--- config.mk ---
export PLATFORM = sky130hd
export DESIGN_NAME = ibi_top
export DESIGN_NICKNAME = d
export VERILOG_FILES = /design/src/common/ibi_bus_pkg.sv /design/src/common/ibi_ctrl_pkg.sv /design/src/ibi/ibi_fsm.sv /design/src/ibi/ibi_top.sv /design/src/logic/ibi_done_shaper.sv /design/src/logic/ibi_regf_port.sv
export VERILOG_INCLUDE_DIRS = /design/src /design/src/common
export SDC_FILE = /design/constraint.sdc
export NUM_CORES = 1
export LEC_CHECK = 0
export ABC_AREA = 1
export BUFFER_PORTS_ARGS = -buffer_cell sky130_fd_sc_hd__buf_2
export CORE_MARGIN = 1.5
export CORE_UTILIZATION = 35
export DETAILED_ROUTE_END_ITERATION = 12
export HOLD_SLACK_MARGIN = 0.1
export SLEW_MARGIN = 20
export SYNTH_ARGS = -nofsm -noshare
export SYNTH_HDL_FRONTEND = slang
export SYNTH_SLANG_ARGS = --single-unit
--- constraint.sdc ---
create_clock -name i_ibi_clk -period 2.75 [get_ports i_ibi_clk]
set_input_delay 0.55 -clock i_ibi_clk [delete_from_list [all_inputs] [get_ports i_ibi_clk]]
set_output_delay 0.55 -clock i_ibi_clk [all_outputs]
set_load 0.05 [all_outputs]
--- src/common/ibi_macros.svh ---
`ifndef IBI_MACROS_SVH
`define IBI_MACROS_SVH

//////////////////////////////
// BCR location of a target
//////////////////////////////

// BCR address = base + offset + stride * (tgt[7:1] - first target)
`define IBI_FIRST_TGT_ADDR    7'h08
`define IBI_BCR_BASE          10'd200
`define IBI_BCR_OFFSET        10'd6
`define IBI_TGT_STRIDE        10'd8

//////////////////////////////
// Register file map
//////////////////////////////

`define IBI_REGF_AW           10
`define IBI_MDB_ADDR          10'd107   // Mandatory data byte
`define IBI_BDCST_ADDR        10'd46    // Broadcast address 7'h7E, write
`define IBI_DISEC_BDCST_ADDR  10'd104   // Broadcast DISEC command code
`define IBI_DISEC_BYTE_ADDR   10'd392   // Events to disable

//////////////////////////////
// Field widths and codes
//////////////////////////////

`define IBI_BYTE_W            8
`define IBI_MODE_W            3

// NACK outcome in cfg[3:2] that disables all targets
`define IBI_NACK_DISEC_ALL    2'b11

`endif

--- src/common/ibi_bus_pkg.sv ---
`include "ibi_macros.svh"

package ibi_bus_pkg;

    // Serializer transmit modes
    typedef enum logic [`IBI_MODE_W-1:0]
    {
        REP_START = 3'd0,
        SERIAL    = 3'd1,   // Shift out a byte from the register file
        STOP      = 3'd2,
        PARITY    = 3'd3,   // T-bit after a transmitted byte
        DRIVE_LOW = 3'd4
    } ser_mode_e;

    // Deserializer receive modes
    typedef enum logic [`IBI_MODE_W-1:0]
    {
        RX_ACK   = 3'd0,    // Sample one ACK bit
        RX_DESER = 3'd1     // Shift in a byte
    } rx_mode_e;

    // Control word to the serializer and deserializer
    typedef struct packed
    {
        logic      tx_en;
        logic      rx_en;
        ser_mode_e tx_mode;
        rx_mode_e  rx_mode;
        logic      pp_od;       // 1 push-pull, 0 open drain
        logic      cnt_en;      // Bit counter enable
        logic      ser_rx_tx;   // Bus owned by the payload engine
    } ser_ctrl_t;

endpackage

--- src/common/ibi_ctrl_pkg.sv ---
package ibi_ctrl_pkg;

    // Configuration byte from the register file
    typedef struct packed
    {
        logic [3:0] reserved;
        logic [1:0] disable_sel;   // Outcome of a NACK
        logic       payload_rd;    // Read payload after the MDB
        logic       ack_en;        // ACK the IBI request
    } ibi_cfg_t;

    // Source of the register file address
    typedef enum logic [2:0]
    {
        SEL_HOLD,
        SEL_BCR,
        SEL_MDB,
        SEL_BDCST,
        SEL_DISEC_BDCST,
        SEL_DISEC_BYTE
    } addr_sel_e;

    typedef struct packed
    {
        addr_sel_e addr_sel;
        logic      rd_en;
        logic      wr_req;   // Level, shaped into a pulse by the port
    } regf_req_t;

    typedef enum logic [3:0]
    {
        IDLE,
        ACK,
        NACK,
        MDB,
        MDB_T_BIT,
        PAYLOAD,
        REP_START,
        BDCST,
        TGT_ACK,
        DISEC_CCC,
        PARITY,
        DISEC_BYTE,
        STOP
    } ibi_state_e;

endpackage

--- src/ibi/ibi_fsm.sv ---
`timescale 1ns/100ps
`include "ibi_macros.svh"

module ibi_fsm
(
    input  logic                    i_ibi_clk,
    input  logic                    i_ibi_rst_n,
    input  logic                    i_ibi_en,
    input  logic                    i_scl,
    input  logic                    i_scl_neg_edge,
    input  ibi_ctrl_pkg::ibi_cfg_t  i_cfg,
    input  logic                    i_bcr_bit2,
    input  logic                    i_ack_nack,
    input  logic                    i_payload_done,
    input  logic                    i_ser_done_pulse,
    input  logic                    i_ser_done_d1,
    input  logic                    i_ser_done_d2,
    input  logic                    i_ser_done_d3,
    input  logic                    i_rx_done_d1,
    input  logic                    i_rx_done_d2,
    output ibi_bus_pkg::ser_ctrl_t  o_ser,
    output ibi_ctrl_pkg::regf_req_t o_regf_req,
    output logic                    o_payload_en,
    output logic                    o_done
);

    ibi_ctrl_pkg::ibi_state_e state;
    logic                     parity_last;     // Parity of the disable byte, STOP follows
    logic                     ser_done_held;

    // Done rose two cycles ago and is still high
    assign ser_done_held = i_ser_done_d1 & i_ser_done_d2 & ~i_ser_done_d3;

    always_ff @(posedge i_ibi_clk or negedge i_ibi_rst_n)
    begin
        if (!i_ibi_rst_n)
        begin
            state        <= ibi_ctrl_pkg::IDLE;
            o_ser        <= '0;
            o_regf_req   <= '0;
            o_payload_en <= 1'b0;
            o_done       <= 1'b0;
            parity_last  <= 1'b0;
        end
        else
        begin
            o_done <= 1'b0;
            case (state)
                ibi_ctrl_pkg::IDLE:
                begin
                    if (i_ibi_en && i_scl_neg_edge)   // Request seen, ACK bit starts
                    begin
                        o_ser.pp_od <= 1'b0;
                        if (i_cfg.ack_en)
                        begin
                            state               <= ibi_ctrl_pkg::ACK;
                            o_ser.tx_en         <= 1'b1;
                            o_ser.tx_mode       <= ibi_bus_pkg::DRIVE_LOW;
                            o_regf_req.addr_sel <= ibi_ctrl_pkg::SEL_BCR;
                            o_regf_req.rd_en    <= 1'b1;
                        end
                        else
                        begin
                            state       <= ibi_ctrl_pkg::NACK;   // SDA left high
                            o_ser.tx_en <= 1'b0;
                        end
                    end
                end

                //////////////////////////////
                // ACK path
                //////////////////////////////

                ibi_ctrl_pkg::ACK:
                begin
                    if (i_scl)
                    begin
                        if (i_bcr_bit2)   // Target sends an MDB
                        begin
                            state            <= ibi_ctrl_pkg::MDB;
                            o_regf_req.rd_en <= 1'b0;
                            o_ser.tx_en      <= 1'b0;
                            o_ser.rx_en      <= 1'b1;
                            o_ser.rx_mode    <= ibi_bus_pkg::RX_DESER;
                            o_ser.pp_od      <= 1'b1;
                            o_ser.cnt_en     <= 1'b1;
                        end
                        else
                        begin
                            state <= ibi_ctrl_pkg::STOP;
                        end
                    end
                end

                ibi_ctrl_pkg::MDB:
                begin
                    if (i_rx_done_d1)
                        o_regf_req.wr_req <= 1'b1;
                    if (i_rx_done_d2)
                    begin
                        o_regf_req.addr_sel <= ibi_ctrl_pkg::SEL_MDB;
                        if (!i_scl)
                        begin
                            state         <= ibi_ctrl_pkg::MDB_T_BIT;
                            o_ser.rx_en   <= 1'b0;
                            o_ser.cnt_en  <= 1'b0;
                            o_ser.tx_mode <= ibi_bus_pkg::DRIVE_LOW;
                        end
                    end
                end

                ibi_ctrl_pkg::MDB_T_BIT:
                begin
                    o_regf_req.wr_req <= 1'b0;
                    if (i_cfg.payload_rd)
                    begin
                        state           <= ibi_ctrl_pkg::PAYLOAD;
                        o_payload_en    <= 1'b1;
                        o_ser.ser_rx_tx <= 1'b1;
                    end
                    else if (i_scl)
                    begin
                        state       <= ibi_ctrl_pkg::STOP;
                        o_ser.tx_en <= 1'b1;
                    end
                end

                ibi_ctrl_pkg::PAYLOAD:
                begin
                    if (i_payload_done)
                    begin
                        state           <= ibi_ctrl_pkg::STOP;
                        o_payload_en    <= 1'b0;
                        o_ser.ser_rx_tx <= 1'b0;
                    end
                end

                //////////////////////////////
                // NACK path, broadcast DISEC
                //////////////////////////////

                ibi_ctrl_pkg::NACK:
                begin
                    if (i_scl)
                    begin
                        if (i_cfg.disable_sel == `IBI_NACK_DISEC_ALL)
                        begin
                            state         <= ibi_ctrl_pkg::REP_START;
                            o_ser.tx_en   <= 1'b1;
                            o_ser.pp_od   <= 1'b1;
                            o_ser.tx_mode <= ibi_bus_pkg::REP_START;
                        end
                        else
                        begin
                            state <= ibi_ctrl_pkg::STOP;   // Target stays enabled
                        end
                    end
                end

                ibi_ctrl_pkg::REP_START:
                begin
                    if (ser_done_held)
                    begin
                        state               <= ibi_ctrl_pkg::BDCST;
                        o_ser.tx_mode       <= ibi_bus_pkg::SERIAL;
                        o_ser.cnt_en        <= 1'b1;
                        o_regf_req.addr_sel <= ibi_ctrl_pkg::SEL_BDCST;
                        o_regf_req.rd_en    <= 1'b1;
                    end
                end

                ibi_ctrl_pkg::BDCST:
                begin
                    if (ser_done_held)   // Low SCL of the last address bit
                    begin
                        state         <= ibi_ctrl_pkg::TGT_ACK;
                        o_ser.tx_en   <= 1'b0;
                        o_ser.pp_od   <= 1'b0;
                        o_ser.cnt_en  <= 1'b0;
                        o_ser.rx_en   <= 1'b1;
                        o_ser.rx_mode <= ibi_bus_pkg::RX_ACK;
                    end
                end

                ibi_ctrl_pkg::TGT_ACK:
                begin
                    if (i_scl)
                    begin
                        o_ser.rx_en <= 1'b0;
                        if (i_ack_nack)
                        begin
                            state               <= ibi_ctrl_pkg::DISEC_CCC;
                            o_ser.cnt_en        <= 1'b1;
                            o_regf_req.addr_sel <= ibi_ctrl_pkg::SEL_DISEC_BDCST;
                        end
                        else
                        begin
                            state <= ibi_ctrl_pkg::STOP;
                        end
                    end
                end

                ibi_ctrl_pkg::DISEC_CCC:
                begin
                    if (ser_done_held)
                    begin
                        state               <= ibi_ctrl_pkg::PARITY;
                        o_ser.cnt_en        <= 1'b0;
                        o_ser.tx_mode       <= ibi_bus_pkg::PARITY;
                        o_regf_req.addr_sel <= ibi_ctrl_pkg::SEL_DISEC_BYTE;
                        parity_last         <= 1'b0;
                    end
                    else if (!i_scl)   // Take SDA back after the target ACK
                    begin
                        o_ser.tx_en   <= 1'b1;
                        o_ser.pp_od   <= 1'b1;
                        o_ser.tx_mode <= ibi_bus_pkg::SERIAL;
                    end
                end

                ibi_ctrl_pkg::PARITY:
                begin
                    if (i_ser_done_pulse)
                    begin
                        if (parity_last)
                        begin
                            state <= ibi_ctrl_pkg::STOP;
                        end
                        else
                        begin
                            state         <= ibi_ctrl_pkg::DISEC_BYTE;
                            o_ser.tx_mode <= ibi_bus_pkg::SERIAL;
                            o_ser.cnt_en  <= 1'b1;
                        end
                    end
                end

                ibi_ctrl_pkg::DISEC_BYTE:
                begin
                    if (i_ser_done_pulse)
                    begin
                        state         <= ibi_ctrl_pkg::PARITY;
                        o_ser.tx_mode <= ibi_bus_pkg::PARITY;
                        o_ser.cnt_en  <= 1'b0;
                        parity_last   <= 1'b1;
                    end
                end

                ibi_ctrl_pkg::STOP:
                begin
                    o_regf_req.rd_en    <= 1'b0;
                    o_regf_req.addr_sel <= ibi_ctrl_pkg::SEL_HOLD;
                    if (i_ser_done_pulse && o_ser.tx_en &&
                        o_ser.tx_mode == ibi_bus_pkg::STOP)
                    begin
                        state       <= ibi_ctrl_pkg::IDLE;
                        o_done      <= 1'b1;
                        o_ser.tx_en <= 1'b0;
                        o_ser.pp_od <= 1'b0;
                    end
                    else if (!i_scl)
                    begin
                        o_ser.tx_en   <= 1'b1;
                        o_ser.tx_mode <= ibi_bus_pkg::STOP;
                    end
                end

                default:
                    state <= ibi_ctrl_pkg::IDLE;
            endcase
        end
    end

    // Serializer and deserializer never drive at once
    a_tx_rx_excl : assert property (@(posedge i_ibi_clk) disable iff (!i_ibi_rst_n)
        !(o_ser.tx_en && o_ser.rx_en));

endmodule

--- src/ibi/ibi_top.sv ---
`timescale 1ns/100ps
`include "ibi_macros.svh"

module ibi_top
(
    input  logic                    i_ibi_clk,
    input  logic                    i_ibi_rst_n,
    input  logic                    i_ibi_en,
    input  logic                    i_ibi_scl,
    input  logic                    i_ibi_scl_neg_edge,
    input  logic                    i_ibi_scl_pos_edge,
    input  logic [`IBI_BYTE_W-1:0]  i_ibi_cfg_reg,
    input  logic [`IBI_BYTE_W-1:0]  i_ibi_bcr_reg,
    input  logic [`IBI_BYTE_W-1:0]  i_ibi_tgt_address,
    input  logic                    i_ibi_ser_mode_done,
    input  logic                    i_ibi_rx_mode_done,
    input  logic                    i_ibi_payload_done,
    input  logic                    i_ibi_ack_nack,
    output ibi_bus_pkg::ser_ctrl_t  o_ibi_ser,
    output logic [`IBI_REGF_AW-1:0] o_ibi_regf_address,
    output logic                    o_ibi_regf_rd_en,
    output logic                    o_ibi_regf_wr_en,
    output logic                    o_ibi_payload_en,
    output logic                    o_ibi_done
);

    ibi_ctrl_pkg::ibi_cfg_t  cfg;
    ibi_ctrl_pkg::regf_req_t regf_req;
    logic                    ser_done_pulse;
    logic                    ser_done_d1;
    logic                    ser_done_d2;
    logic                    ser_done_d3;
    logic                    rx_done_d1;
    logic                    rx_done_d2;

    assign cfg = ibi_ctrl_pkg::ibi_cfg_t'(i_ibi_cfg_reg);

    ibi_done_shaper u_done_shaper
    (
        .i_ibi_clk        (i_ibi_clk),
        .i_ibi_rst_n      (i_ibi_rst_n),
        .i_ser_mode_done  (i_ibi_ser_mode_done),
        .i_rx_mode_done   (i_ibi_rx_mode_done),
        .o_ser_done_pulse (ser_done_pulse),
        .o_ser_done_d1    (ser_done_d1),
        .o_ser_done_d2    (ser_done_d2),
        .o_ser_done_d3    (ser_done_d3),
        .o_rx_done_d1     (rx_done_d1),
        .o_rx_done_d2     (rx_done_d2)
    );

    ibi_fsm u_fsm
    (
        .i_ibi_clk        (i_ibi_clk),
        .i_ibi_rst_n      (i_ibi_rst_n),
        .i_ibi_en         (i_ibi_en),
        .i_scl            (i_ibi_scl),
        .i_scl_neg_edge   (i_ibi_scl_neg_edge),
        .i_cfg            (cfg),
        .i_bcr_bit2       (i_ibi_bcr_reg[2]),   // MDB follows the IBI
        .i_ack_nack       (i_ibi_ack_nack),
        .i_payload_done   (i_ibi_payload_done),
        .i_ser_done_pulse (ser_done_pulse),
        .i_ser_done_d1    (ser_done_d1),
        .i_ser_done_d2    (ser_done_d2),
        .i_ser_done_d3    (ser_done_d3),
        .i_rx_done_d1     (rx_done_d1),
        .i_rx_done_d2     (rx_done_d2),
        .o_ser            (o_ibi_ser),
        .o_regf_req       (regf_req),
        .o_payload_en     (o_ibi_payload_en),
        .o_done           (o_ibi_done)
    );

    ibi_regf_port u_regf_port
    (
        .i_ibi_clk      (i_ibi_clk),
        .i_ibi_rst_n    (i_ibi_rst_n),
        .i_req          (regf_req),
        .i_tgt_address  (i_ibi_tgt_address),
        .o_regf_address (o_ibi_regf_address),
        .o_regf_rd_en   (o_ibi_regf_rd_en),
        .o_regf_wr_en   (o_ibi_regf_wr_en)
    );

    // The FSM relies on distinct SCL edge strobes
    a_scl_strobes : assert property (@(posedge i_ibi_clk) disable iff (!i_ibi_rst_n)
        !(i_ibi_scl_neg_edge && i_ibi_scl_pos_edge));

endmodule

--- src/logic/ibi_done_shaper.sv ---
`timescale 1ns/100ps

module ibi_done_shaper
(
    input  logic i_ibi_clk,
    input  logic i_ibi_rst_n,
    input  logic i_ser_mode_done,
    input  logic i_rx_mode_done,
    output logic o_ser_done_pulse,
    output logic o_ser_done_d1,
    output logic o_ser_done_d2,
    output logic o_ser_done_d3,
    output logic o_rx_done_d1,
    output logic o_rx_done_d2
);

    //////////////////////////////
    // Serializer done
    //////////////////////////////

    always_ff @(posedge i_ibi_clk or negedge i_ibi_rst_n)
    begin
        if (!i_ibi_rst_n)
        begin
            o_ser_done_pulse <= 1'b0;
            o_ser_done_d1    <= 1'b0;
            o_ser_done_d2    <= 1'b0;
            o_ser_done_d3    <= 1'b0;
        end
        else
        begin
            // d1 still holds the previous level here
            o_ser_done_pulse <= i_ser_mode_done & ~o_ser_done_d1;
            o_ser_done_d1    <= i_ser_mode_done;
            o_ser_done_d2    <= o_ser_done_d1;
            o_ser_done_d3    <= o_ser_done_d2;
        end
    end

    //////////////////////////////
    // Deserializer done
    //////////////////////////////

    always_ff @(posedge i_ibi_clk or negedge i_ibi_rst_n)
    begin
        if (!i_ibi_rst_n)
        begin
            o_rx_done_d1 <= 1'b0;
            o_rx_done_d2 <= 1'b0;
        end
        else
        begin
            o_rx_done_d1 <= i_rx_mode_done;
            o_rx_done_d2 <= o_rx_done_d1;
        end
    end

    // A held done level must not retrigger the edge detector
    a_pulse_single : assert property (@(posedge i_ibi_clk) disable iff (!i_ibi_rst_n)
        o_ser_done_pulse |=> !o_ser_done_pulse);

endmodule

--- src/logic/ibi_regf_port.sv ---
`timescale 1ns/100ps
`include "ibi_macros.svh"

module ibi_regf_port
(
    input  logic                     i_ibi_clk,
    input  logic                     i_ibi_rst_n,
    input  ibi_ctrl_pkg::regf_req_t  i_req,
    input  logic [`IBI_BYTE_W-1:0]   i_tgt_address,
    output logic [`IBI_REGF_AW-1:0]  o_regf_address,
    output logic                     o_regf_rd_en,
    output logic                     o_regf_wr_en
);

    logic [`IBI_REGF_AW-1:0] tgt_index;
    logic [`IBI_REGF_AW-1:0] bcr_addr;
    logic [`IBI_REGF_AW-1:0] next_addr;
    logic                    wr_q1;
    logic                    wr_q2;

    // Dynamic address, bit 0 of the target address is the RnW bit
    assign tgt_index = `IBI_REGF_AW'(i_tgt_address[7:1]) - `IBI_REGF_AW'(`IBI_FIRST_TGT_ADDR);
    assign bcr_addr  = `IBI_BCR_BASE + `IBI_BCR_OFFSET + tgt_index * `IBI_TGT_STRIDE;

    always_comb
    begin
        case (i_req.addr_sel)
            ibi_ctrl_pkg::SEL_BCR:         next_addr = bcr_addr;
            ibi_ctrl_pkg::SEL_MDB:         next_addr = `IBI_MDB_ADDR;
            ibi_ctrl_pkg::SEL_BDCST:       next_addr = `IBI_BDCST_ADDR;
            ibi_ctrl_pkg::SEL_DISEC_BDCST: next_addr = `IBI_DISEC_BDCST_ADDR;
            ibi_ctrl_pkg::SEL_DISEC_BYTE:  next_addr = `IBI_DISEC_BYTE_ADDR;
            default:                       next_addr = o_regf_address;   // HOLD
        endcase
    end

    //////////////////////////////
    // Address and strobes
    //////////////////////////////

    always_ff @(posedge i_ibi_clk or negedge i_ibi_rst_n)
    begin
        if (!i_ibi_rst_n)
        begin
            o_regf_address <= '0;
            o_regf_rd_en   <= 1'b0;
            wr_q1          <= 1'b0;
            wr_q2          <= 1'b0;
            o_regf_wr_en   <= 1'b0;
        end
        else
        begin
            o_regf_address <= next_addr;
            o_regf_rd_en   <= i_req.rd_en;
            wr_q1          <= i_req.wr_req;
            wr_q2          <= wr_q1;
            o_regf_wr_en   <= wr_q1 & ~wr_q2;   // Rising edge, two cycles late
        end
    end

    a_wr_single : assert property (@(posedge i_ibi_clk) disable iff (!i_ibi_rst_n)
        o_regf_wr_en |=> !o_regf_wr_en);

endmodule

=== Word level (Yosys, flattened, before mapping) ===
Cells that the tools add are included.
W data, S select, Z words.

* Add/subtract/negate cells: 2
* $mul: 0
* Divide/modulo/power cells: 0
* $lt $le $gt $ge: 0
* Eq/ne operators: 47
* Shifts and indexed selects: 0
* Muxes and demuxes: 88
* Bitwise gates (word level): 7
* Reductions and logical operators: 28

{| class="wikitable"
|+ Operators by type and width
! operator !! count
|-
| $mux W4 || 19
|-
| $mux W3 || 18
|-
| $pmux W4 S13 || 1
|-
| $pmux W10 S5 || 1
|-
| $ne A2 B2 Y1 const B || 20
|-
| $mux W1 || 31
|-
| $reduce_and A14 Y1 || 2
|-
| $pmux W3 S8 || 1
|-
| $eq A4 B4 Y1 const B || 5
|-
| $reduce_and A10 Y1 || 2
|-
| $pmux W3 S6 || 1
|-
| $eq A4 B3 Y1 const B || 4
|-
| $reduce_bool A8 Y1 || 2
|-
| $mux W5 || 3
|-
| $reduce_and A13 Y1 || 1
|-
| $ne A2 B1 Y1 const B || 6
|-
| $reduce_bool A6 Y1 || 2
|-
| $add A8 B10 Y10 const A || 1
|-
| $eq A3 B2 Y1 const B || 3
|-
| $eq A4 B2 Y1 const B || 2
|-
| $mux W2 || 4
|-
| $pmux W1 S4 || 2
|-
| $pmux W1 S8 || 1
|-
| $reduce_and A8 Y1 || 1
|-
| other kinds (24) || 39
|}

* Flip-flop bits (word level): 42
* Bits in latches: 0
* RAM bits: 0
* Bits in read-only memories: 0
* Logic and storage cells: 196
* Memories kept: 0

=== Longest topological paths before layout ===
Gate-level depths: netlist (run 1).

* Word-level depth: 4
* Depth in mapped cells: 11
* Mapped depth without buffers: 10

=== Modules after synthesis ===
Synthesis (run 1) repeated with hierarchy kept, for this count alone.

* Cell total of the unflattened synthesis: 382
* Area, all modules: 2622.5 sq um

{| class="wikitable"
|+ By module, submodules not included
! module !! instances !! cells an instance !! area each (sq um)
|-
| ibi_fsm || 1 || 284 || 1676.6
|-
| ibi_regf_port || 1 || 90 || 785.8
|-
| ibi_done_shaper || 1 || 8 || 160.2
|}

=== Worst setup path before layout (run 1) ===
No wires, ideal clock.

* Path type: reg-to-reg
* Start point: register u_fsm.o_ser[10] (netlist bit)
* End point: register u_fsm.state[1]
* Library setup time: 0.118 ns
* Arrival time: 1.423 ns
* Required time: 2.632 ns
* Path slack: 1.209 ns
* Cell stages (with the launch flop): 10
* Cell sequence: dfrtp_1 nand2_1 nor2_1 nand2_1 nand2_2 nand2_1 nor2_2 nand3_2 nand2_1 nand2_1

* Cells in the longest elaborated chain, start to end: 4

{| class="wikitable"
|+ Ends and longest elaborated chain
! what !! RTL line !! RTL
|-
| from (decl) || ibi_fsm.sv:21 || <nowiki>output ibi_bus_pkg::ser_ctrl_t o_ser,</nowiki>
|-
| $logic_and A1 B1 Y1 (2 in series) || ibi_fsm.sv:253 || <nowiki>if (i_ser_done_pulse && o_ser.tx_en &&</nowiki>
|-
| $ne A2 B1 Y1 (no line) || n/a ||
|-
| $reduce_and A14 Y1 (no line) || n/a ||
|-
| to (signal assigned) || ibi_fsm.sv:242 || <nowiki>state <= ibi_ctrl_pkg::PARITY;</nowiki>
|-
| to (signal assigned) || ibi_fsm.sv:256 || <nowiki>state <= ibi_ctrl_pkg::IDLE;</nowiki>
|-
| to (signal assigned) || ibi_fsm.sv:269 || <nowiki>state <= ibi_ctrl_pkg::IDLE;</nowiki>
|-
| to (decl) || ibi_fsm.sv:27 || <nowiki>ibi_ctrl_pkg::ibi_state_e state;</nowiki>
|}

Every way passes these cells.
A chain may end at the register's enable or synchronous reset.

=== Final worst setup path (run 1) ===
* Start point: register u_fsm.state[1]
* End point: register u_fsm.o_regf_req[1] (netlist bit)

* Cells in the longest elaborated chain, start to end: 3
* Elaborated cells on any way between the ends: 12

{| class="wikitable"
|+ Ends and longest elaborated chain
! what !! RTL line !! RTL
|-
| from (signal assigned) || ibi_fsm.sv:38 || <nowiki>state <= ibi_ctrl_pkg::IDLE;</nowiki>
|-
| from (signal assigned) || ibi_fsm.sv:56 || <nowiki>state <= ibi_ctrl_pkg::ACK;</nowiki>
|-
| from (signal assigned) || ibi_fsm.sv:64 || <nowiki>state <= ibi_ctrl_pkg::NACK;</nowiki>
|-
| $eq A4 B1 Y1 (tied with other cells) || ibi_fsm.sv:48 || <nowiki>case (state)</nowiki>
|-
| $reduce_bool A4 Y1 (no line) (tied with other cells) || n/a ||
|-
| $reduce_and A6 Y1 (no line) || n/a ||
|-
| to (decl) || ibi_fsm.sv:22 || <nowiki>output ibi_ctrl_pkg::regf_req_t o_regf_req,</nowiki>
|}

Several ways; a longest one is shown, not always the timed one.

==> results.yml, run 1 <==
outcome:
  status: "completed"
synth:
  yosysSeqAreaShare: 0.399
  netlist-cell-type-count: 28
  synth_area_per_cell_sq_um: 6.87
  ys.flop_type: "dfrtp_1"
  syn_inst: 365
  synth-edff-count: 0
  synthesis.area_sq_um: 2510
  ys_seq_elements: 40
  yosysWarnings: 0
  async_flop_share: 1.00
setup_path:
  cp_max_fo: 8
  cp.arrival_ps: 2030
  max_stage_delay_ps: 480
  critPathMostFrequentCell: "o21ai_0"
  worstPathCellList: "inv_2 > nand2_2 > nor2_1 > o21ai_0 > and2_4 > o21ai_0 > a21oi_1"
  cp_slowest_cell: "dfrtp_1"
  critPathKind: "flop to flop"
  endpoint_kind: "flop"
  cp.required_ps: 2920
  critical-path-top-delay-family: "simple AND/OR/NAND/NOR gates"
  start_kind: "flop"
  path_buf_inv: 1
place:
  place_hpwl_um: 5160
  dpl_worst_slack_ps: 908
  io_buffers: 43
  gp_congestion: 0.959
clock_tree:
  cts_root_buf: "clkbuf_8"
  clock_latency_ps: 290
  tritoncts: "done"
  clk_pin_slew_ps: 80
  post_cts_buffers: 0
  post_cts_resized: 0
  cts-hold-fix-buffers: 0
  cts_buffers: 5
  cts_max_path_buffers: 2
  htreeDepth: 2
  cts_sinks: 40
timing:
  max_freq_ghz: 0.537
  timing.final.crit_period_ps: 1860
  worst_pin_slew_ps: 883
  relSlewSlack: 0.411
  hold_viol: 0
  finalWorstSetupSlack_ps: 889
  setup_tns_ps: 0
  fin_skew_ps: 3.14
  drv_slew: 0
  finalSetupViolCount: 0
  rsz0062_at_grt: "no"
  min_period_over_period: 0.677
pwr:
  switchingPower_mw: 2.00
  comb_power_share: 0.596
  p_sw_frac: 0.535
  p_int_mw: 1.74
  pwr_density_cell_nw_per_um2: 1280
  ir_drop_v: 0.000646
  p_clk_frac: 0.140
  seq_power_share: 0.264
  power_mw: 3.73
  power.leakage_nw: 1.65
finish:
  final_cell_mix: "121 x nand2_1, 51 x nor2_1, 43 x buf_2"
  layout-drive-gt1-share: 0.185
  num_antenna_cells: 0
  n_fill_cell: 742
  fin_nets: 448
  final_core_util: 0.426
  syn_to_final_growth_pct: 16.6
  final_common_cell: "nand2_1"
detailed_routing:
  drt_iter0_drc: 129
  via_count: 2431
  drt_wl_total_um: 6500
  wl_per_cell_um: 12.8
  drc_errors: 0
  ant_nets: 0
  vias_per_cell: 4.79
  firstDrtPassIters: 4
floorplan:
  num_rows: 30
  io-pin-count: 59
  placeableCoreArea_sq_um: 6870
  dieArea_sq_um: 7680
  die_w_um: 87.7
  die_y_um: 87.7
  start_util: 0.365
min_path:
  min_path_type: "primary input to flop"
global_route:
  grt_max_degree: 41
  grt_pass1_wl_um: 11100
  track_usage: 0.185
  grt_pass1_vias: 2333
  grt-ovfl-total: 0
  antenna_found_initial: 0
flow_run:
  cap_viol_max_count: 0
[registers in the layout (all words and copies together) (netlist names)]
name,count
u_done_shaper.o_ser_done_d1,1
u_regf_port.o_regf_address,10
u_done_shaper.o_ser_done_d2,1
u_regf_port.o_regf_rd_en,1
u_regf_port.wr_q1,1
u_fsm.o_regf_req,5
u_done_shaper.o_rx_done_d1,1
u_fsm.o_ser,9
u_fsm.parity_last,1
u_fsm.o_done,1
u_done_shaper.o_rx_done_d2,1
u_regf_port.wr_q2,1
u_fsm.state,4
u_done_shaper.o_ser_done_pulse,1
u_regf_port.o_regf_wr_en,1
u_done_shaper.o_ser_done_d3,1
[power by group through the flow]
| stage | logic (mW) | clock network, mW | registers [mW] |
|---|---|---|---|
| after floorplan | 1.33 | 0 | 1.41 |
| after global placement | 2.22 | 0 | 0.990 |
| after detailed placement | 2.22 | 0 | 0.997 |
| after CTS | 2.23 | 0.541 | 0.986 |
| after global routing | 2.49 | 0.569 | 1.01 |
| final | 2.22 | 0.524 | 0.985 |
[stage by stage]
step / hold slack [ps] / std cells / area, sq um
6_report: 363 / 507 / 2930
5_1_grt: 351 / 507 / 2930
4_1_cts: 352 / 507 / 2930
3_5_place_dp: 358 / 499 / 2800
3_3_place_gp: 359 / 499 / 2800
2_1_floorplan: 254 / 366 / 2510
[cell usage after synthesis (2+ instances only)]
cell type / number / area share
o21ai_0: 12 / 0.024
xor2_1: 3 / 0.010
nand2_2: 5 / 0.012
inv_2: 3 / 0.0045
o21ai_1: 2 / 0.0040
nand2_1: 121 / 0.18
nor2_1: 51 / 0.076
nor3_1: 4 / 0.0080
nand3b_1: 3 / 0.0090
a21oi_1: 9 / 0.018
nand3_1: 30 / 0.060
inv_1: 35 / 0.052
nand4_1: 14 / 0.035
dfrtp_1: 40 / 0.40
nand3_2: 3 / 0.012
buf_4: 5 / 0.015
nor2_2: 11 / 0.027
ha_1: 4 / 0.020
[per-layer routing]
metal  vias up  global-route usage  wire length (um)
li1       1248                   -                 -
met1      1103               0.254              3140
met2        73               0.294              2980
met3         7              0.0405               306
met4         0              0.0534                78
met5         -                   0                 0
[worst paths after layout]
path                                                      start  cells past startpoint  slack (ps)                                         to
max                                  u_fsm.state[1]$_DFFE_PN0P_                      7         890            u_fsm.o_regf_req[1]$_DFFE_PN0P_
min                                          i_ibi_rx_mode_done                      1         360       u_done_shaper.o_rx_done_d1$_DFF_PN0_
max reg2reg                          u_fsm.state[1]$_DFFE_PN0P_                      7         890            u_fsm.o_regf_req[1]$_DFFE_PN0P_
min reg2reg                u_done_shaper.o_rx_done_d1$_DFF_PN0_                      0         370       u_done_shaper.o_rx_done_d2$_DFF_PN0_
max in group asynchronous                           i_ibi_rst_n                      1        1830                 u_fsm.state[0]$_DFFE_PN0P_
min in group asynchronous                           i_ibi_rst_n                      1         380  u_regf_port.o_regf_address[9]$_DFFE_PN0P_
[cells by family (layout without fill, tap and decap cells)]
family / count (synthesis) / in the layout / synth area share
flops: 40 / 40 / 0.399
xor+xnor: 4 / 4 / 0.0140
fa+ha+maj: 4 / 4 / 0.0200
buf+inv: 44 / 89 / 0.0763
other cells: 1 / 2 / 0.00149
compound gates: 27 / 27 / 0.0579
simple gates: 245 / 245 / 0.431
[worst reg2reg max path, stage by stage, from the launching register on]
cell	delay (ps)
dfrtp_1	480
inv_2	200
nand2_2	90
nor2_1	330
o21ai_0	240
and2_4	210
o21ai_0	100
a21oi_1	100
[layout make-up]
cell class / count / area (sq um) / area share
flip-flops and latches: 40 / 1000 / 0.342
clock buffers: 7 / 96.3 / 0.0329
clock inverters: 1 / 30.0 / 0.0103
well taps: 96 / 120 / 0.0411
inverters: 38 / 143 / 0.0488
repair buffers: 43 / 215 / 0.0736
multi-input cells: 282 / 1320 / 0.451
No activity file was read; power rests on OpenSTA's default activity.
==> run 2, diff against run 1 <==
- clock period: 2.75 -> 1.9 ns (I/O delays scaled with it)
==> results.yml, run 2 (same netlist as run 1, synthesis figures left out) <==
outcome:
  status: "completed"
detailed_routing:
  drc_errors: 0
  via_count: 2496
  ant_nets: 0
  drt_wl_total_um: 6630
  drt_iter0_drc: 194
  vias_per_cell: 4.83
  wl_per_cell_um: 12.8
  firstDrtPassIters: 4
global_route:
  grt_pass1_wl_um: 11100
  grt.met1_usage: 0.258
  grt_max_degree: 41
  grt_pass1_vias: 2344
  use_met3: 0.0396
  antenna_found_initial: 0
  grt-ovfl-total: 0
  met2_usage: 0.292
  track_usage: 0.188
  top_usage_layer: "met2"
setup_path:
  cp.required_ps: 2090
  cp_max_fo: 6
  r2r_slack_ps: 190
  cp_slowest_cell: "dfrtp_1"
  critPathKind: "flop to flop"
  max_stage_delay_ps: 490
  rr_worst_depth: 10
  path_buf_inv: 2
  cp.arrival_ps: 1910
  r2r_start: "u_fsm.state[1]$_DFFE_PN0P_"
  start_kind: "flop"
  critPathMostFrequentCell: "nand2_1"
  worstPathCellList: "inv_2 > buf_4 > nand2_2 > nor2_1 > nand2_1 > nand2_1 > nor2_2 > nand3_2 > nand2_1 > nand2_1"
  critical-path-top-delay-family: "simple AND/OR/NAND/NOR gates"
  endpoint_kind: "flop"
  worstReg2RegEnd: "u_fsm.state[3]$_DFFE_PN0P_"
clock_tree:
  tritoncts: "done"
  cts_buffers: 5
  htreeDepth: 2
  cts_max_path_buffers: 2
  cts_sinks: 40
  clk_pin_slew_ps: 90
  clock_latency_ps: 300
  cts-hold-fix-buffers: 0
  cts_root_buf: "clkbuf_8"
timing:
  finalWorstSetupSlack_ps: 187
  max_freq_ghz: 0.584
  timing.final.crit_period_ps: 1710
  drv_slew: 0
  setup_tns_ps: 0
  worst_pin_slew_ps: 500
  rsz0062_at_grt: "no"
  fin_skew_ps: 9.08
  finalSetupViolCount: 0
  relSlewSlack: 0.667
  min_period_over_period: 0.902
  holdWs_ps: 115
  hold_viol: 0
finish:
  n_fill_cell: 752
  layout-drive-gt1-share: 0.209
  fin_nets: 458
  reg.largest.list: "u_regf_port.o_regf_address (10), u_fsm.o_ser (9), u_fsm.o_regf_req (5)"
  num_antenna_cells: 0
  largest_reg_flops: 10
  regMostFlops: "u_regf_port.o_regf_address"
  final_cell_mix: "121 x nand2_1, 51 x nor2_1, 43 x buf_2"
  final_core_util: 0.436
  syn_to_final_growth_pct: 19.3
  final_common_cell: "nand2_1"
place:
  gp_congestion: 0.981
  dpl_worst_slack_ps: 145
  place_hpwl_um: 5310
  io_buffers: 43
pwr:
  ir_drop_v: 0.000648
  p_int_mw: 2.54
  power_mw: 5.48
  p_sw_frac: 0.537
  switchingPower_mw: 2.95
  seq_power_share: 0.262
  pwr_density_cell_nw_per_um2: 1830
  comb_power_share: 0.607
  p_clk_frac: 0.132
  power.leakage_nw: 1.68
floorplan:
  start_util: 0.365
  placeableCoreArea_sq_um: 6870
  dieArea_sq_um: 7680
  die_w_um: 87.7
  io-pin-count: 59
  die_y_um: 87.7
  num_rows: 30
min_path:
  min_path_type: "primary input to asynchronous set/reset pin"
flow_run:
  cap_viol_max_count: 0
-- run 2: changes by cell type in the layout (fill, tap and decap cells not counted), sizes merged --
cell / previous run / this run
clkinv: 0 / 2
buf: 43 / 53
clkbuf: 7 / 5
-- run 2: cell type report --
class,instances,area (sq um),area share
multi-input combinational,282,1320,0.441
tap,96,120,0.0401
clock buffer,5,68.8,0.0230
sequential,40,1000,0.335
timing repair buffer,53,290,0.0970
clock inverter,3,47.5,0.0159
inverter,38,143,0.0477
-- run 2: worst max path at each step --
stage / end / from / slack (ps) / depth (start not counted)
2_1_floorplan: u_fsm.state[1]$_DFFE_PN0P_ / u_fsm.o_ser[10]$_DFFE_PN0P_ / 360 / 9
3_3_place_gp: u_fsm.state[2]$_DFFE_PN0P_ / u_fsm.state[0]$_DFFE_PN0P_ / 160 / 8
3_5_place_dp: u_fsm.state[3]$_DFFE_PN0P_ / u_fsm.state[3]$_DFFE_PN0P_ / 150 / 9
4_1_cts: u_fsm.state[3]$_DFFE_PN0P_ / u_fsm.state[3]$_DFFE_PN0P_ / 130 / 9
5_1_grt: u_fsm.state[3]$_DFFE_PN0P_ / u_fsm.state[1]$_DFFE_PN0P_ / 50 / 10
6_report: u_fsm.state[3]$_DFFE_PN0P_ / u_fsm.state[1]$_DFFE_PN0P_ / 190 / 10
-- run 2: per-stage QoR --
step	cell area [sq um]	instances
2_1_floorplan	2510	366
3_3_place_gp	2870	509
4_1_cts	2990	517
6_report	2990	517
5_1_grt	2990	517
3_5_place_dp	2870	509
-- run 2: repair_timing --
| action | 4_1_cts | 5_1_grt |
|---|---|---|
| gates resized for setup | 0 | 2 |
| endpoints found under the setup margin | 0 | 5 |
| setup buffers | 0 | 0 |
-- run 2: power groups by stage --
stage | clock, mW | sequential, mW | combinational (mW)
final | 0.722 | 1.43 | 3.32
after global routing | 0.784 | 1.48 | 3.70
after CTS | 0.751 | 1.44 | 3.33
after detailed placement | 0 | 1.45 | 3.32
after global placement | 0 | 1.44 | 3.32
after floorplan | 0 | 2.03 | 1.92
-- run 2: per-layer routing --
metal  share of wire  vias up  wire, um
met5               0        -         0
met4           0.024        0       162
met3           0.053       15       351
met2            0.45       82      2990
met1            0.47     1129      3130
li1                -     1270         -
==> run 3, diff against run 2 <==
- ABC_AREA: 1 -> not set
==> results.yml, run 3 <==
outcome:
  status: "finished with violations"
  failed_checks: "negative setup slack"
clock_tree:
  clk_pin_slew_ps: 80
  clock_latency_ps: 310
  cts_sinks: 40
  htreeDepth: 2
  cts_root_buf: "clkbuf_8"
  tritoncts: "done"
  cts_buffers: 5
  cts_max_path_buffers: 2
finish:
  syn_to_final_growth_pct: 32.8
  final_common_cell: "buf_4"
  largest_reg_flops: 10
  reg.largest.list: "u_regf_port.o_regf_address (10), u_fsm.o_ser (9), u_fsm.o_regf_req (5)"
  fin_nets: 422
  final_core_util: 0.475
  regMostFlops: "u_regf_port.o_regf_address"
  final_cell_mix: "59 x buf_4, 43 x buf_2, 36 x dfrtp_1"
  fin_cells: 487
  num_antenna_cells: 0
  layout-drive-gt1-share: 0.397
  n_fill_cell: 725
synth:
  ys_top_cells_by_area: "dfrtp_1 37%, a21oi_1 4.2%, o21ai_0 3.3%"
  synth_top_area_frac: 0.366
  post-synth-top-area-cell: "dfrtp_1"
  synth_area_per_cell_sq_um: 9.27
  synthesis.area_sq_um: 2740
  netlist-cell-type-count: 66
  yosysWarnings: 0
  synth-edff-count: 0
  yosysSeqAreaShare: 0.366
  syn_inst: 295
  netlist_top_cells_count: "40 x dfrtp_1, 23 x a21oi_1, 21 x nor2_1, 18 x nand2_1, 18 x o21ai_0"
  ys_seq_elements: 40
  ys.flop_type: "dfrtp_1"
  yosysMostFrequentCell: "dfrtp_1"
  async_flop_share: 1.00
setup_path:
  critical-path-top-delay-family: "simple AND/OR/NAND/NOR gates"
  max_stage_delay_ps: 420
  cp.arrival_ps: 2170
  worstPathCellList: "nor4bb_2 > nand2_1 > a2111oi_4 > buf_4 > o2111ai_1 > mux2_1"
  critPathKind: "flop to flop"
  start_kind: "flop"
  cp_max_fo: 2
  rr_worst_depth: 6
  crit_cells: 6
  cp_slowest_cell: "dfrtp_2"
  path_buf_inv: 1
  endpoint_kind: "flop"
  cp.required_ps: 2090
global_route:
  grt-ovfl-total: 0
  grt_max_degree: 23
  antenna_found_initial: 0
  grt_pass1_wl_um: 12200
  grt_pass1_vias: 2449
  track_usage: 0.187
pwr:
  power.leakage_nw: 1.63
  ir_drop_v: 0.000696
  pwr_density_cell_nw_per_um2: 1800
detailed_routing:
  drt_wl_total_um: 7730
  vias_per_cell: 5.19
  drt_iter0_drc: 162
  wl_per_cell_um: 15.9
  ant_nets: 0
  firstDrtPassIters: 4
  drc_errors: 0
  via_count: 2528
timing:
  max_freq_ghz: 0.505
  fin_skew_ps: 15.4
  min_period_over_period: 1.04
  finalWorstSetupSlack_ps: -78.9
  relSlewSlack: 0.628
  rsz0062_at_grt: "yes"
  drv_slew: 0
  timing.final.crit_period_ps: 1980
  finalSetupViolCount: 4
  worst_pin_slew_ps: 557
  hold_viol: 0
place:
  place_inst: 477
  gp_congestion: 0.894
  io_buffers: 43
  place_hpwl_um: 5860
  dpl_worst_slack_ps: -67.8
floorplan:
  die_w_um: 91.4
  die_y_um: 91.4
  num_rows: 32
  placeableCoreArea_sq_um: 7650
  dieArea_sq_um: 8350
  start_util: 0.358
  io-pin-count: 59
min_path:
  min_path_cells: 1
  min_path_type: "primary input to flop"
flow_run:
  cap_viol_max_count: 0
[run 3: worst reg2reg max path: cells and delay by family, from the launching register on]
| kind | cells | cell delay, ps |
|---|---|---|
| mux | 1 | 340 |
| simple gates | 2 | 470 |
| compound gates | 2 | 470 |
| flops | 1 | 420 |
| buf+inv | 1 | 180 |
[run 3: final cells by class]
type / instances / area [sq um] / area share
sequential: 40 / 1010 / 0.277
clock buffer: 5 / 68.8 / 0.0189
clock inverter: 3 / 47.5 / 0.0131
multi-input combinational: 215 / 1600 / 0.441
tap: 102 / 128 / 0.0351
inverter: 15 / 58.8 / 0.0162
timing repair buffer: 107 / 722 / 0.199
[run 3: metrics by stage]
stage                     setup TNS, ps  power (mW)  instance area [sq um]  hold slack (ps)
after floorplan                    -202        4.22                   2740             84.4
after global placement             -490        5.49                   3380              352
after detailed placement           -490        5.51                   3380              358
after CTS                          -101        6.29                   3520              185
after global routing               -564        6.92                   3630              182
final                              -119        6.53                   3630              193
[run 3: metal layers]
metal	track usage	share of wire
met5	0	0
met4	0.0807	0.019
met3	0.0310	0.049
met2	0.297	0.47
met1	0.249	0.46
[run 3: final timing paths]
check,slack (ps),end,startpoint
min reg2reg,370,u_regf_port.wr_q2$_DFF_PN0_,u_regf_port.wr_q1$_DFF_PN0_
max,-80,u_fsm.o_ser[2]$_DFFE_PN0P_,u_fsm.o_ser[6]$_DFFE_PN0P_
max in group asynchronous,830,u_fsm.o_ser[7]$_DFFE_PN0P_,i_ibi_rst_n
max reg2reg,-80,u_fsm.o_ser[2]$_DFFE_PN0P_,u_fsm.o_ser[6]$_DFFE_PN0P_
min,190,u_done_shaper.o_ser_done_d1$_DFF_PN0_,i_ibi_ser_mode_done
min in group asynchronous,560,u_fsm.o_ser[0]$_DFFE_PN0P_,i_ibi_rst_n
[run 3: timing repair]
action | in CTS | in global routing
endpoints found under the hold margin | 18 | 0
gates resized for setup | 5 | 19
setup buffers | 0 | 1
pin swaps | 0 | 8
hold buffers | 1 | 0
setup endpoints to repair | 9 | 13
[run 3: cell families after synthesis]
group | share of synthesized area
muxes | 0.0659
xor gates and xnor gates | 0.0288
DFF | 0.366
adders and majority gates | 0.0183
AOI/OAI and AO/OA | 0.236
buffers and inverters | 0.0892
other | 0.00137
and+or+nand+nor | 0.194
[run 3: where the power goes]
group	total, mW	leakage, nW	switching [mW]	internal, mW
clock	0.725	0.0583	0.329	0.396
sequential	1.42	0.465	0.274	1.15
combinational	4.38	1.11	2.46	1.91
total	6.53	1.63	3.07	3.46
